`src/hdl/cpu_settings.svh`:
```
`ifndef CPU_SETTINGS_SVH
`define CPU_SETTINGS_SVH

// word-address width of the instruction memory, 256 words
`define IMEM_ADDR_BITS 8

// word-address width of the data memory, 256 words
`define DMEM_ADDR_BITS 8

`endif
```
`src/hdl/cpu_pkg.sv`:
```
package cpu_pkg;

	// register format: rd, rs, rt (rt doubles as the 4-bit immediate)
	typedef struct packed {
		logic [3:0] opcode;
		logic [3:0] rd;
		logic [3:0] rs;
		logic [3:0] rt;
	} reg_fmt_t;

	// branch format: condition and signed word offset
	typedef struct packed {
		logic [3:0] opcode;
		logic [2:0] cond;
		logic [8:0] imm9;
	} br_fmt_t;

	// byte format for llb and lhb
	typedef struct packed {
		logic [3:0] opcode;
		logic [3:0] rd;
		logic [7:0] imm8;
	} byte_fmt_t;

	// one instruction word seen three ways
	typedef union packed {
		reg_fmt_t  r;
		br_fmt_t   b;
		byte_fmt_t i;
	} instr_t;

	localparam logic [3:0] OP_ADD   = 4'd0;
	localparam logic [3:0] OP_SUB   = 4'd1;
	localparam logic [3:0] OP_XOR   = 4'd2;
	localparam logic [3:0] OP_AND   = 4'd3;
	localparam logic [3:0] OP_SLL   = 4'd4;
	localparam logic [3:0] OP_SRA   = 4'd5;
	localparam logic [3:0] OP_ROR   = 4'd6;
	localparam logic [3:0] OP_NOP7  = 4'd7;
	localparam logic [3:0] OP_LW    = 4'd8;
	localparam logic [3:0] OP_SW    = 4'd9;
	localparam logic [3:0] OP_LLB   = 4'd10;
	localparam logic [3:0] OP_LHB   = 4'd11;
	localparam logic [3:0] OP_B     = 4'd12;
	localparam logic [3:0] OP_NOP13 = 4'd13;
	localparam logic [3:0] OP_PCS   = 4'd14;
	localparam logic [3:0] OP_HLT   = 4'd15;

	localparam logic [2:0] COND_NE = 3'd0;
	localparam logic [2:0] COND_EQ = 3'd1;
	localparam logic [2:0] COND_GT = 3'd2;
	localparam logic [2:0] COND_LT = 3'd3;
	localparam logic [2:0] COND_GE = 3'd4;
	localparam logic [2:0] COND_LE = 3'd5;
	localparam logic [2:0] COND_OV = 3'd6;
	localparam logic [2:0] COND_AL = 3'd7;

	// bit positions inside the 3-bit flag word
	localparam int FLAG_N = 0;
	localparam int FLAG_V = 1;
	localparam int FLAG_Z = 2;

	// register write source
	localparam logic [1:0] WB_ALU  = 2'd0;
	localparam logic [1:0] WB_MEM  = 2'd1;
	localparam logic [1:0] WB_LINK = 2'd2;

endpackage

```
`src/hdl/alu.sv`:
```
module alu (
	input  cpu_pkg::instr_t instr,
	input  logic [15:0]     a,
	input  logic [15:0]     b,
	input  logic            alu_src_imm,
	output logic [15:0]     result,
	output logic [2:0]      flag_new,
	output logic [2:0]      flag_wen
);
	import cpu_pkg::*;

	logic [15:0]        imm_ext;
	logic [15:0]        operand;
	logic [3:0]         shamt;
	logic [15:0]        sum;
	logic [15:0]        diff;
	logic [15:0]        addr;
	logic [31:0]        rot;
	logic signed [15:0] a_signed;
	logic               add_ovf;
	logic               sub_ovf;

	// low nibble is the immediate for shifts and memory offsets
	assign imm_ext  = {{12{instr.r.rt[3]}}, instr.r.rt};
	assign operand  = alu_src_imm ? imm_ext : b;
	assign shamt    = operand[3:0];
	assign sum      = a + operand;
	assign diff     = a - operand;
	// offsets count words, so scale by two
	assign addr     = a + {operand[14:0], 1'b0};
	// rotate by taking a window out of the doubled word
	assign rot      = {a, a} >> shamt;
	assign a_signed = a;

	// signed overflow from operand and result signs
	assign add_ovf = (a[15] == operand[15]) && (sum[15] != a[15]);
	assign sub_ovf = (a[15] != operand[15]) && (diff[15] != a[15]);

	always_comb begin
		result   = sum;
		flag_wen = '0;
		flag_new = '0;
		case (instr.r.opcode)
			OP_ADD: begin
				result           = sum;
				flag_wen         = '1;
				flag_new[FLAG_V] = add_ovf;
			end
			OP_SUB: begin
				result           = diff;
				flag_wen         = '1;
				flag_new[FLAG_V] = sub_ovf;
			end
			// logic ops and shifts only touch Z
			OP_XOR: begin
				result           = a ^ operand;
				flag_wen[FLAG_Z] = 1'b1;
			end
			OP_AND: begin
				result           = a & operand;
				flag_wen[FLAG_Z] = 1'b1;
			end
			OP_SLL: begin
				result           = a << shamt;
				flag_wen[FLAG_Z] = 1'b1;
			end
			OP_SRA: begin
				result           = a_signed >>> shamt;
				flag_wen[FLAG_Z] = 1'b1;
			end
			OP_ROR: begin
				result           = rot[15:0];
				flag_wen[FLAG_Z] = 1'b1;
			end
			OP_LW, OP_SW: result = addr;
			// b carries the old rd on port 2
			OP_LLB: result = {b[15:8], instr.i.imm8};
			OP_LHB: result = {instr.i.imm8, b[7:0]};
			default: result = sum;
		endcase
		flag_new[FLAG_Z] = (result == 16'h0000);
		flag_new[FLAG_N] = result[15];
	end

endmodule

```
`config.mk`:
```
export PLATFORM = sky130hd
export DESIGN_NAME = alu
export DESIGN_NICKNAME = d
export VERILOG_FILES = /design/src/hdl/cpu_settings.svh /design/src/hdl/cpu_pkg.sv /design/src/hdl/alu.sv
export SDC_FILE = /design/constraint.sdc
export NUM_CORES = 1
export LEC_CHECK = 0
export BUFFER_PORTS_ARGS = -buffer_cell sky130_fd_sc_hd__clkbuf_2
export CAP_MARGIN = 20
export CORE_ASPECT_RATIO = 0.9
export CORE_MARGIN = 5
export CORE_UTILIZATION = 56
export DETAILED_ROUTE_END_ITERATION = 7
export PLACE_DENSITY = 0.85
export SLEW_MARGIN = 20
export SYNTH_ARGS = -nofsm -noshare
export SYNTH_HDL_FRONTEND = slang
export SYNTH_SLANG_ARGS = --single-unit
```
`constraint.sdc`:
```
create_clock -name vclk -period 5.55
set_input_delay 0.8325 -clock vclk [all_inputs]
set_output_delay 0.8325 -clock vclk [all_outputs]
set_load 0.01 [all_outputs]
```
[After elaboration in Yosys (flattened, before gate mapping)]
Cells that the tools add are included.
Operators by class
  bitwise gates (word level): 2
  $add $sub $neg: 3
  eq/ne operators: 14
  mux-type cells: 5
  reduce and logical (&&, ||, !) cells: 7
  shift-type cells: 3
Operators with widths (count)
  $pmux W16 S9: 1
  $add A16 B16 Y16: 2
  $shr A32 B4 Y16: 1
  $and A16 B16 Y16: 1
  $eq A4 B4 Y1 const B: 4
  $logic_not A16 Y1: 1
  $mux W16: 1
  $shl A16 B4 Y16: 1
  $sshr A16 B4 Y16: 1
  $sub A16 B16 Y16: 1
  $xor A16 B16 Y16: 1
  $eq A4 B3 Y1 const B: 3
  $eq A4 B2 Y1 const B: 2
  $reduce_or A7 Y1: 1
  $eq A4 B1 Y1 const B: 1
  $logic_not A4 Y1: 1
  $reduce_or A2 Y1: 2
  $ne A1 B1 Y1: 3
  $logic_and A1 B1 Y1: 2
  $mux W2: 1
  $pmux W1 S2: 1
  $eq A1 B1 Y1: 1
  $mux W1: 1
Storage, ports and cells
  word-level logic and storage cells: 34
  flip-flop bits (word level): 0

[Longest topological paths before layout]
Gate-level depths: netlist (run 1).
  depth in word-level cells: 5
  depth in mapped cells: 18

[Worst setup path before layout (run 1)]
OpenSTA, ideal clock, no wires.
  kind: in2out
  start: input alu_src_imm
  end: output flag_new[2]
  data required time: 4718 ps
  arrival time: 4736 ps
  setup slack: -19 ps
  cell stages on the path: 18
  path buffers: 3
  cell sequence: buf_6 mux2i_4 inv_2 buf_2 buf_2 ha_1 inv_1 fa_1 a211oi_1 o21ai_0 a41oi_1 xor2_1 nor2_1 o32a_1 nor4_1 nand3b_1 or3_1 nor4_2
On the way
  longest elaborated chain between the ends: 4
Ends and longest elaborated chain
  start, declared: RTL line alu.sv:5  | input logic alu_src_imm,
  $mux W16 (*): RTL line alu.sv:25  | assign operand = alu_src_imm ? imm_ext : b;
  $add A16 B16 Y16 (tied with other cells): RTL line alu.sv:27  | assign sum = a + operand;
  $pmux W16 S9 (*): RTL line alu.sv:43  | case (instr.r.opcode)
  named net result[10]: RTL line alu.sv:6  | output logic [15:0] result,
  $logic_not A16 Y1 (*): RTL line alu.sv:81  | flag_new[FLAG_Z] = (result == 16'h0000);
  end, declared: RTL line alu.sv:7  | output logic [2:0] flag_new,
Mark *: on every way through the listed nets, which the timed path passes. The rest lies on a longest branch.

[Worst setup path in the final report (run 1)]
  start: input alu_src_imm
  end: output flag_new[2]
On the way
  longest elaborated chain between the ends: 4
Ends and longest elaborated chain (RTL line)
  $mux W16 (*): alu.sv:25
  $add A16 B16 Y16 (tied with other cells): alu.sv:27
  $pmux W16 S9 (*): alu.sv:43
  $logic_not A16 Y1 (*): alu.sv:81
Mark *: on every way between the ends. The rest lies on a longest branch, timed or not.

==> results of run 1 <==
==> worst paths after layout <==
path                          end  slack, ns  depth (start not counted)
worst max-delay path  flag_new[2]       0.08                         15
worst min-delay path    result[5]       2.14                          4
==> per-stage QoR <==
stage / setup TNS, ns / hold slack [ns] / setup WS (ns) / std cells
final: 0 / 2.14 / 0.0765 / 916
after global routing: -0.0837 / 2.17 / -0.0837 / 916
after CTS: 0 / 2.13 / 0.00364 / 910
after detailed placement: 0 / 2.12 / 0.0460 / 910
after global placement: 0 / 2.13 / 0.00602 / 910
after floorplan: 0 / 1.85 / 0.0660 / 705
==> logic make-up (layout without fill, tap and decap cells) <==
group	Yosys count	in the layout	synth area share, %
mux	84	84	24.2
xor+xnor	28	28	4.66
simple gates	219	219	21.0
buf+inv	76	165	6.56
fa+ha+maj	52	52	12.8
compound gates	246	246	30.8
==> per-layer routing <==
metal  routed length, microns  GRT usage [%]  up-vias
met5                        0              0        -
met2                     9400           57.1      556
met3                     3300           11.0       75
li1                         -              -     2934
met1                     9070           52.8     3150
met4                     1000           12.8        0
==> layout make-up <==
cell class                      count  area, sq um
Timing Repair Buffer              137          881
Fill cell                         816         2990
Inverter                           28          114
Tap cell                          122          153
Multi-Input combinational cell    629         5020
==> power by group <==
part	total (mW)	switching (mW)	internal [mW]
Combinational	0.827	0.481	0.347
Sequential	0	0	0
Clock	0	0	0
==> critical path, stage by stage <==
cell       delay [ns]
clkbuf_2         0.17
buf_4            0.19
mux2i_4          0.32
buf_4            0.20
inv_4            0.08
ha_1             0.26
o311a_1          0.45
o2111ai_2        0.24
a21boi_1         0.14
o21ai_0          0.21
or3b_2           0.47
a311o_1          0.38
or3_1            0.38
nor4_2           0.14
clkbuf_2         0.17
==> what timing repair did <==
| item | CTS | global route |
|---|---|---|
| setup endpoints to repair | 0 | 4 |
| gates resized for setup | 0 | 27 |
| hold endpoints to repair | 0 | 0 |
| buffers inserted | 0 | 6 |
==> cell usage in the layout (no fill, tap or decap), types with 17 or more instances in the layout <==
cell / n
clkbuf_2: 67
buf_4: 67
a21oi_1: 61
nand2_1: 59
nor2_1: 51
ha_1: 49
o21ai_0: 48
mux2i_1: 46
inv_1: 24
mux4_2: 22
nand3_1: 19
nor3_1: 17
xnor2_1: 17
==> results.cfg, run 1 <==
[floorplanning]
fp.coreArea_sq_mm = 0.00917
die-area_sq_mm = 0.0114
rows = 33
die_w_microns = 112
die_height_microns = 102
start_util_pct = 57.4
io_pins = 71

[final_layout]
syn_to_final_growth_pct = 17.3
utilization_pct = 67.3
drive_gt1_share_pct = 24.8
nets = 897
final_area_sq_mm = 0.00617
design.seq.count = 0
register_area_sq_um = 0
n_antenna_cell = 0
nClkBuffers = 0

[pwr]
power.density_mw_per_mm2 = 134
irDropWorstVdd_uv = 85.8
p_leak_nw = 2.69
p_total_mw = 0.827

[worst_setup_path]
endpoint_kind = output pin
cp_max_fo = 9
crit_arrival_ns = 4.64
crit_type = input port to output pin
worstSetupStartpointType = input port
worstPathRequired_ns = 4.72
crit_start = alu_src_imm

[routing]
dr.pass1.iters = 5
vias = 6715
post_drt_wl_per_cell_microns = 24.9
drt_iter0_markers = 1051
drt-total-wl_mm = 22.8
vias_per_cell = 7.33
drc = 0
ant_nets = 0

[global_route]
antenna_found_initial = 0
grt_max_degree = 30
gr-total-overflow = 0
grt_pass1_vias = 6169
grt_use_total_pct = 38.1
grt_pass1_wl_mm = 34.7

[sta]
max_freq_mhz = 183
slew_violations = 0
worst_pin_slew_ns = 0.934
finalHoldViolCount = 0
setup_violations = 0
finalCritPeriodShare_pct = 98.6
fin_crit_ns = 5.47
slew_headroom_pct = 37.3

[synth]
syn_area_sq_mm = 0.00526
syn_area_per_cell_sq_um = 7.47
yosys-top-cells-area = ha_1, mux2i_1, mux4_2, a21oi_1, o21ai_0
ys_seq_area_share_pct = 0
synthCells = 705
synthDistinctLibCells = 82
synth_fp_nets = 806
synth_commonest_cells = a21oi_1, nand2_1, nor2_1, o21ai_0, ha_1
synth_top_area_share_pct = 11.6
yosysWarnings = 0
synth_most_common_cell = a21oi_1
synth.largest_area_cell = ha_1

[status]
status = finished, final reports clean

[clocking]
ctsHoldBuffers = 0

[placement]
gp_congestion = 1.10
place_area_sq_mm = 0.00601
portBuffers = 67
hpwl_mm = 17.6

[flow_run]
maxCapViolations = 0

[worst_hold_path]
min_from = b[5]
hold_path.class = input port to output pin
Power figures use the tool's default switching activity.
==> run 2: changes to the inputs <==
--- a/config.mk
+++ b/config.mk
@@ -8,10 +8,9 @@
 export BUFFER_PORTS_ARGS = -buffer_cell sky130_fd_sc_hd__clkbuf_2
 export CAP_MARGIN = 20
 export CORE_ASPECT_RATIO = 0.9
-export CORE_MARGIN = 5
 export CORE_UTILIZATION = 56
 export DETAILED_ROUTE_END_ITERATION = 7
-export PLACE_DENSITY = 0.85
+export PLACE_DENSITY = 0.81
 export SLEW_MARGIN = 20
 export SYNTH_ARGS = -nofsm -noshare
 export SYNTH_HDL_FRONTEND = slang
==> run 2 against run 1 <==
Maximum frequency is 0.36% higher. Flip-flop and latch count stayed put. Routed wire length is 1.5% lower. Largest power group unchanged. Largest cell class unchanged.
==> results.cfg, run 2 (synthesized netlist as in run 1, its figures left out) <==
[status]
status = finished, final reports clean

[final_layout]
num-fill-cells = 820
drive_gt1_share_pct = 22.9
n_antenna_cell = 0
final_common_cell = clkbuf_2
nClkBuffers = 0
register_area_sq_um = 0
multi_input_comb_area_sq_mm = 0.00503
nets = 875
design.seq.count = 0
stdcell_count = 894
most-common-layout-cells = clkbuf_2, a21oi_1, nand2_1, nor2_1, o21ai_0
final_area_sq_mm = 0.00604
syn_to_final_growth_pct = 14.8

[floorplanning]
die_w_microns = 104
die-area_sq_mm = 0.00979
fp.coreArea_sq_mm = 0.00913
start_util_pct = 57.7
io_pins = 71
rows = 33
die_height_microns = 94.0

[placement]
place_area_sq_mm = 0.00586
pre_cts_ws_ns = -0.133
portBuffers = 67
gp_congestion = 1.04
placed_cells = 889
hpwl_mm = 17.0

[global_route]
gr-total-overflow = 0
busiest_layer = met2
antenna_found_initial = 0
grt_max_degree = 34
grt_pass1_vias = 5887
grt_pass1_wl_mm = 33.5
grt_use_met3_pct = 7.35
grtUsageMet1_pct = 63.1
grt_use_met2_pct = 66.0
grt_use_total_pct = 44.3

[sta]
worst_pin_slew_ns = 0.775
finalCritPeriodShare_pct = 98.3
finalHoldViolCount = 0
fin_crit_ns = 5.45
max_freq_mhz = 183
fin_ws_ns = 0.0959
setup_violations = 0
slew_headroom_pct = 48.2
slew_violations = 0
holdWs_ns = 2.22

[worst_setup_path]
cp_cell_sequence = clkbuf_2 > buf_4 > mux2i_4 > buf_12 > inv_4 > buf_4 > mux4_1 > mux2i_1 > o211ai_1 > o31ai_1 > o2111ai_1 > nor4_2 > nand3b_1 > or3_1 > nor4_2 > clkbuf_2
worstSetupStartpointType = input port
slowest_delay_ns = 0.44
endpoint_kind = output pin
worstPathRequired_ns = 4.72
crit_type = input port to output pin
crit_arrival_ns = 4.62
cp_slowest_cell = nor4_2
cp_max_fo = 15

[routing]
vias = 6603
drt-total-wl_mm = 22.4
ant_nets = 0
drc = 0
drt_iter0_markers = 751
post_drt_wl_per_cell_microns = 25.1
vias_per_cell = 7.39
dr.pass1.iters = 5

[flow_run]
maxCapViolations = 0

[worst_hold_path]
hold_path.class = input port to output pin

[pwr]
irDropWorstVdd_uv = 83.5
p_total_mw = 0.815
power.density_mw_per_mm2 = 135
p_leak_nw = 2.59
-- run 2: cell type report --
| cell class | count | share of cell area, % |
|---|---|---|
| multi-input cells | 629 | 83.2 |
| well taps | 122 | 2.53 |
| repair buffers | 115 | 12.4 |
| inverters | 28 | 1.88 |
-- run 2: worst max-delay path, delay by kind of cell --
| family | cells | cell delay, ns |
|---|---|---|
| simple gates | 4 | 1.15 |
| buf+inv | 6 | 1.13 |
| compound gates | 3 | 0.64 |
| mux | 3 | 0.85 |
-- run 2: power breakdown --
group          internal, mW  switching [mW]  total [mW]
clock network             0               0           0
registers                 0               0           0
logic                 0.334           0.481       0.815
total                 0.334           0.481       0.815
-- run 2: through the flow --
| stage | TNS [ns] | util [%] |
|---|---|---|
| finish | 0 | 66.2 |
| global route | -0.00681 | 66.2 |
| CTS | 0 | 64.3 |
| detailed placement | -0.133 | 64.2 |
| global placement | -0.156 | 64.2 |
| floorplan | 0 | - |
-- run 2: repair_timing --
item                                    4_1_cts  5_1_grt
pin swaps                                     1        5
cloned                                        0        1
hold endpoints to repair                      0        0
gates resized for setup                       2       23
hold buffers                                  0        0
buffers inserted                              0        4
endpoints found under the setup margin        1        4
-- run 2: worst paths after layout --
check	start	end	slack [ns]	cells past startpoint
worst max-delay path	alu_src_imm	flag_new[2]	0.1	16
worst min-delay path	b[5]	result[5]	2.22	4
-- run 2: metal layers --
metal	vias up	share of wire, %
li1	2894	-
met1	3098	40
met2	532	41
met3	79	14
met4	0	4.5
met5	-	0
==> run 3: changes to the inputs <==
--- a/config.mk
+++ b/config.mk
@@ -11,6 +11,7 @@
 export CORE_UTILIZATION = 56
 export DETAILED_ROUTE_END_ITERATION = 7
 export PLACE_DENSITY = 0.81
+export SETUP_SLACK_MARGIN = 0.5
 export SLEW_MARGIN = 20
 export SYNTH_ARGS = -nofsm -noshare
 export SYNTH_HDL_FRONTEND = slang
==> run 3 against run 2 <==
Non-clock buffer count grew 25. Hold slack lost 0.012 ns. Maximum frequency up 5.8%. Power is 7.9% higher. Highest routed layer unchanged.
==> results.cfg, run 3 (synthesized netlist as in run 1, its figures left out) <==
[status]
status = finished, final reports clean

[worst_setup_path]
worstPathRequired_ns = 4.72
endpoint_kind = output pin
crit_family = simple AND/OR/NAND/NOR gates
crit_type = input port to output pin
cp_max_fo = 5
cp_cell_sequence = clkbuf_16 > buf_6 > clkinvlp_4 > buf_6 > a21oi_4 > inv_2 > ha_4 > mux4_2 > a221oi_2 > nand4_1 > o32a_1 > nor4_2 > nand3b_1 > or3_4 > nor4_4 > buf_2
path_common_cell = buf_6
worstSetupStartpointType = input port
slowest_delay_ns = 0.48
crit_arrival_ns = 4.32
cp_slowest_cell = mux4_2
worst-path-buf-inv = 6

[sta]
setup_violations = 0
slew_headroom_pct = 35.0
finalHoldViolCount = 0
worst_pin_slew_ns = 0.962
fin_crit_ns = 5.16
slew_violations = 0
tns_ns = 0
max_freq_mhz = 194
rsz0062_at_grt = true
holdWs_ns = 2.21
fin_ws_ns = 0.394
finalCritPeriodShare_pct = 92.9

[floorplanning]
rows = 33
die-area_sq_mm = 0.00979
start_util_pct = 57.7
io_pins = 71
fp.coreArea_sq_mm = 0.00913
die_w_microns = 104
die_height_microns = 94.0

[routing]
post_drt_wl_per_cell_microns = 24.2
drc = 0
ant_nets = 0
vias = 6715
drt-total-wl_mm = 22.3
vias_per_cell = 7.31
dr.pass1.iters = 5
drt_iter0_markers = 699

[global_route]
grt_pass1_vias = 6055
grt_max_degree = 28
gr-total-overflow = 0
grt_pass1_wl_mm = 33.6
antenna_found_initial = 0
grt_use_total_pct = 44.2

[worst_hold_path]
hold_path.class = input port to output pin

[pwr]
p_leak_nw = 2.76
switchingPower_mw = 0.501
power.density_mw_per_mm2 = 136
swShare_pct = 57.0
power_frac_seq_pct = 0
irDropWorstVdd_uv = 83.7
power_frac_comb_pct = 100.0
p_total_mw = 0.879
p_clk_share_pct = 0
intPower_mw = 0.378

[final_layout]
register_area_sq_um = 0
n_antenna_cell = 0
drive_gt1_share_pct = 28.9
nets = 900
final_common_cell = clkbuf_2
most-common-layout-cells = clkbuf_2, buf_4, nand2_1, a21oi_1, nor2_1
utilization_pct = 71.0
design.seq.count = 0
syn_to_final_growth_pct = 23.2
final_area_sq_mm = 0.00648
stdcell_count = 919
nClkBuffers = 0

[placement]
placed_cells = 902
hpwl_mm = 16.9
gp_congestion = 1.09
portBuffers = 67
place_area_sq_mm = 0.00602
pre_cts_ws_ns = -0.107

[flow_run]
maxCapViolations = 0

[clocking]
ctsHoldBuffers = 0
-- run 3: cell count changes in the layout (fill, tap and decap cells not counted), moves of 4 or more --
cell and change:
o21ai_1 +5, buf_4 +21, o2111ai_1 -4, a21oi_1 -4
o2111ai_2 +4, a21oi_4 +4, ha_1 -5, buf_6 +4
o21ai_0 -6
-- run 3: final timing paths --
check,start,end,slack (ns),cells past startpoint
min,b[5],result[5],2.21,5
max,alu_src_imm,flag_new[2],0.39,16
-- run 3: area by class of cell --
class / instances / area (sq um)
timing repair buffer: 140 / 985
inverter: 28 / 119
multi-input combinational: 629 / 5230
tap: 122 / 153
fill: 782 / 2640
-- run 3: power by group through the flow --
| stage | Clock (mW) | Combinational (mW) | Sequential [mW] |
|---|---|---|---|
| after floorplan | 0 | 0.532 | 0 |
| after global placement | 0 | 0.762 | 0 |
| after detailed placement | 0 | 0.777 | 0 |
| after CTS | 0 | 0.830 | 0 |
| after global routing | 0 | 0.932 | 0 |
| final | 0 | 0.879 | 0 |
-- run 3: worst min-delay path, cell delays in order --
cell and delay (ns):
clkbuf_2 0.12, a221oi_1 0.10, o2111ai_2 0.10, buf_4 0.11, clkbuf_2 0.11
-- run 3: per-layer routing --
layer	GRT usage [%]	vias to the layer above	routed length [microns]
li1	-	2940	-
met4	17.6	0	990
met2	67.6	549	9330
met5	0	-	0
met1	62.1	3135	9040
met3	6.73	91	2910
-- run 3: what timing repair did --
action,in CTS,in global routing
gates cloned,1,0
endpoints found under the setup margin,7,5
gates resized for setup,42,25
setup buffers,13,3
pin swaps,20,8
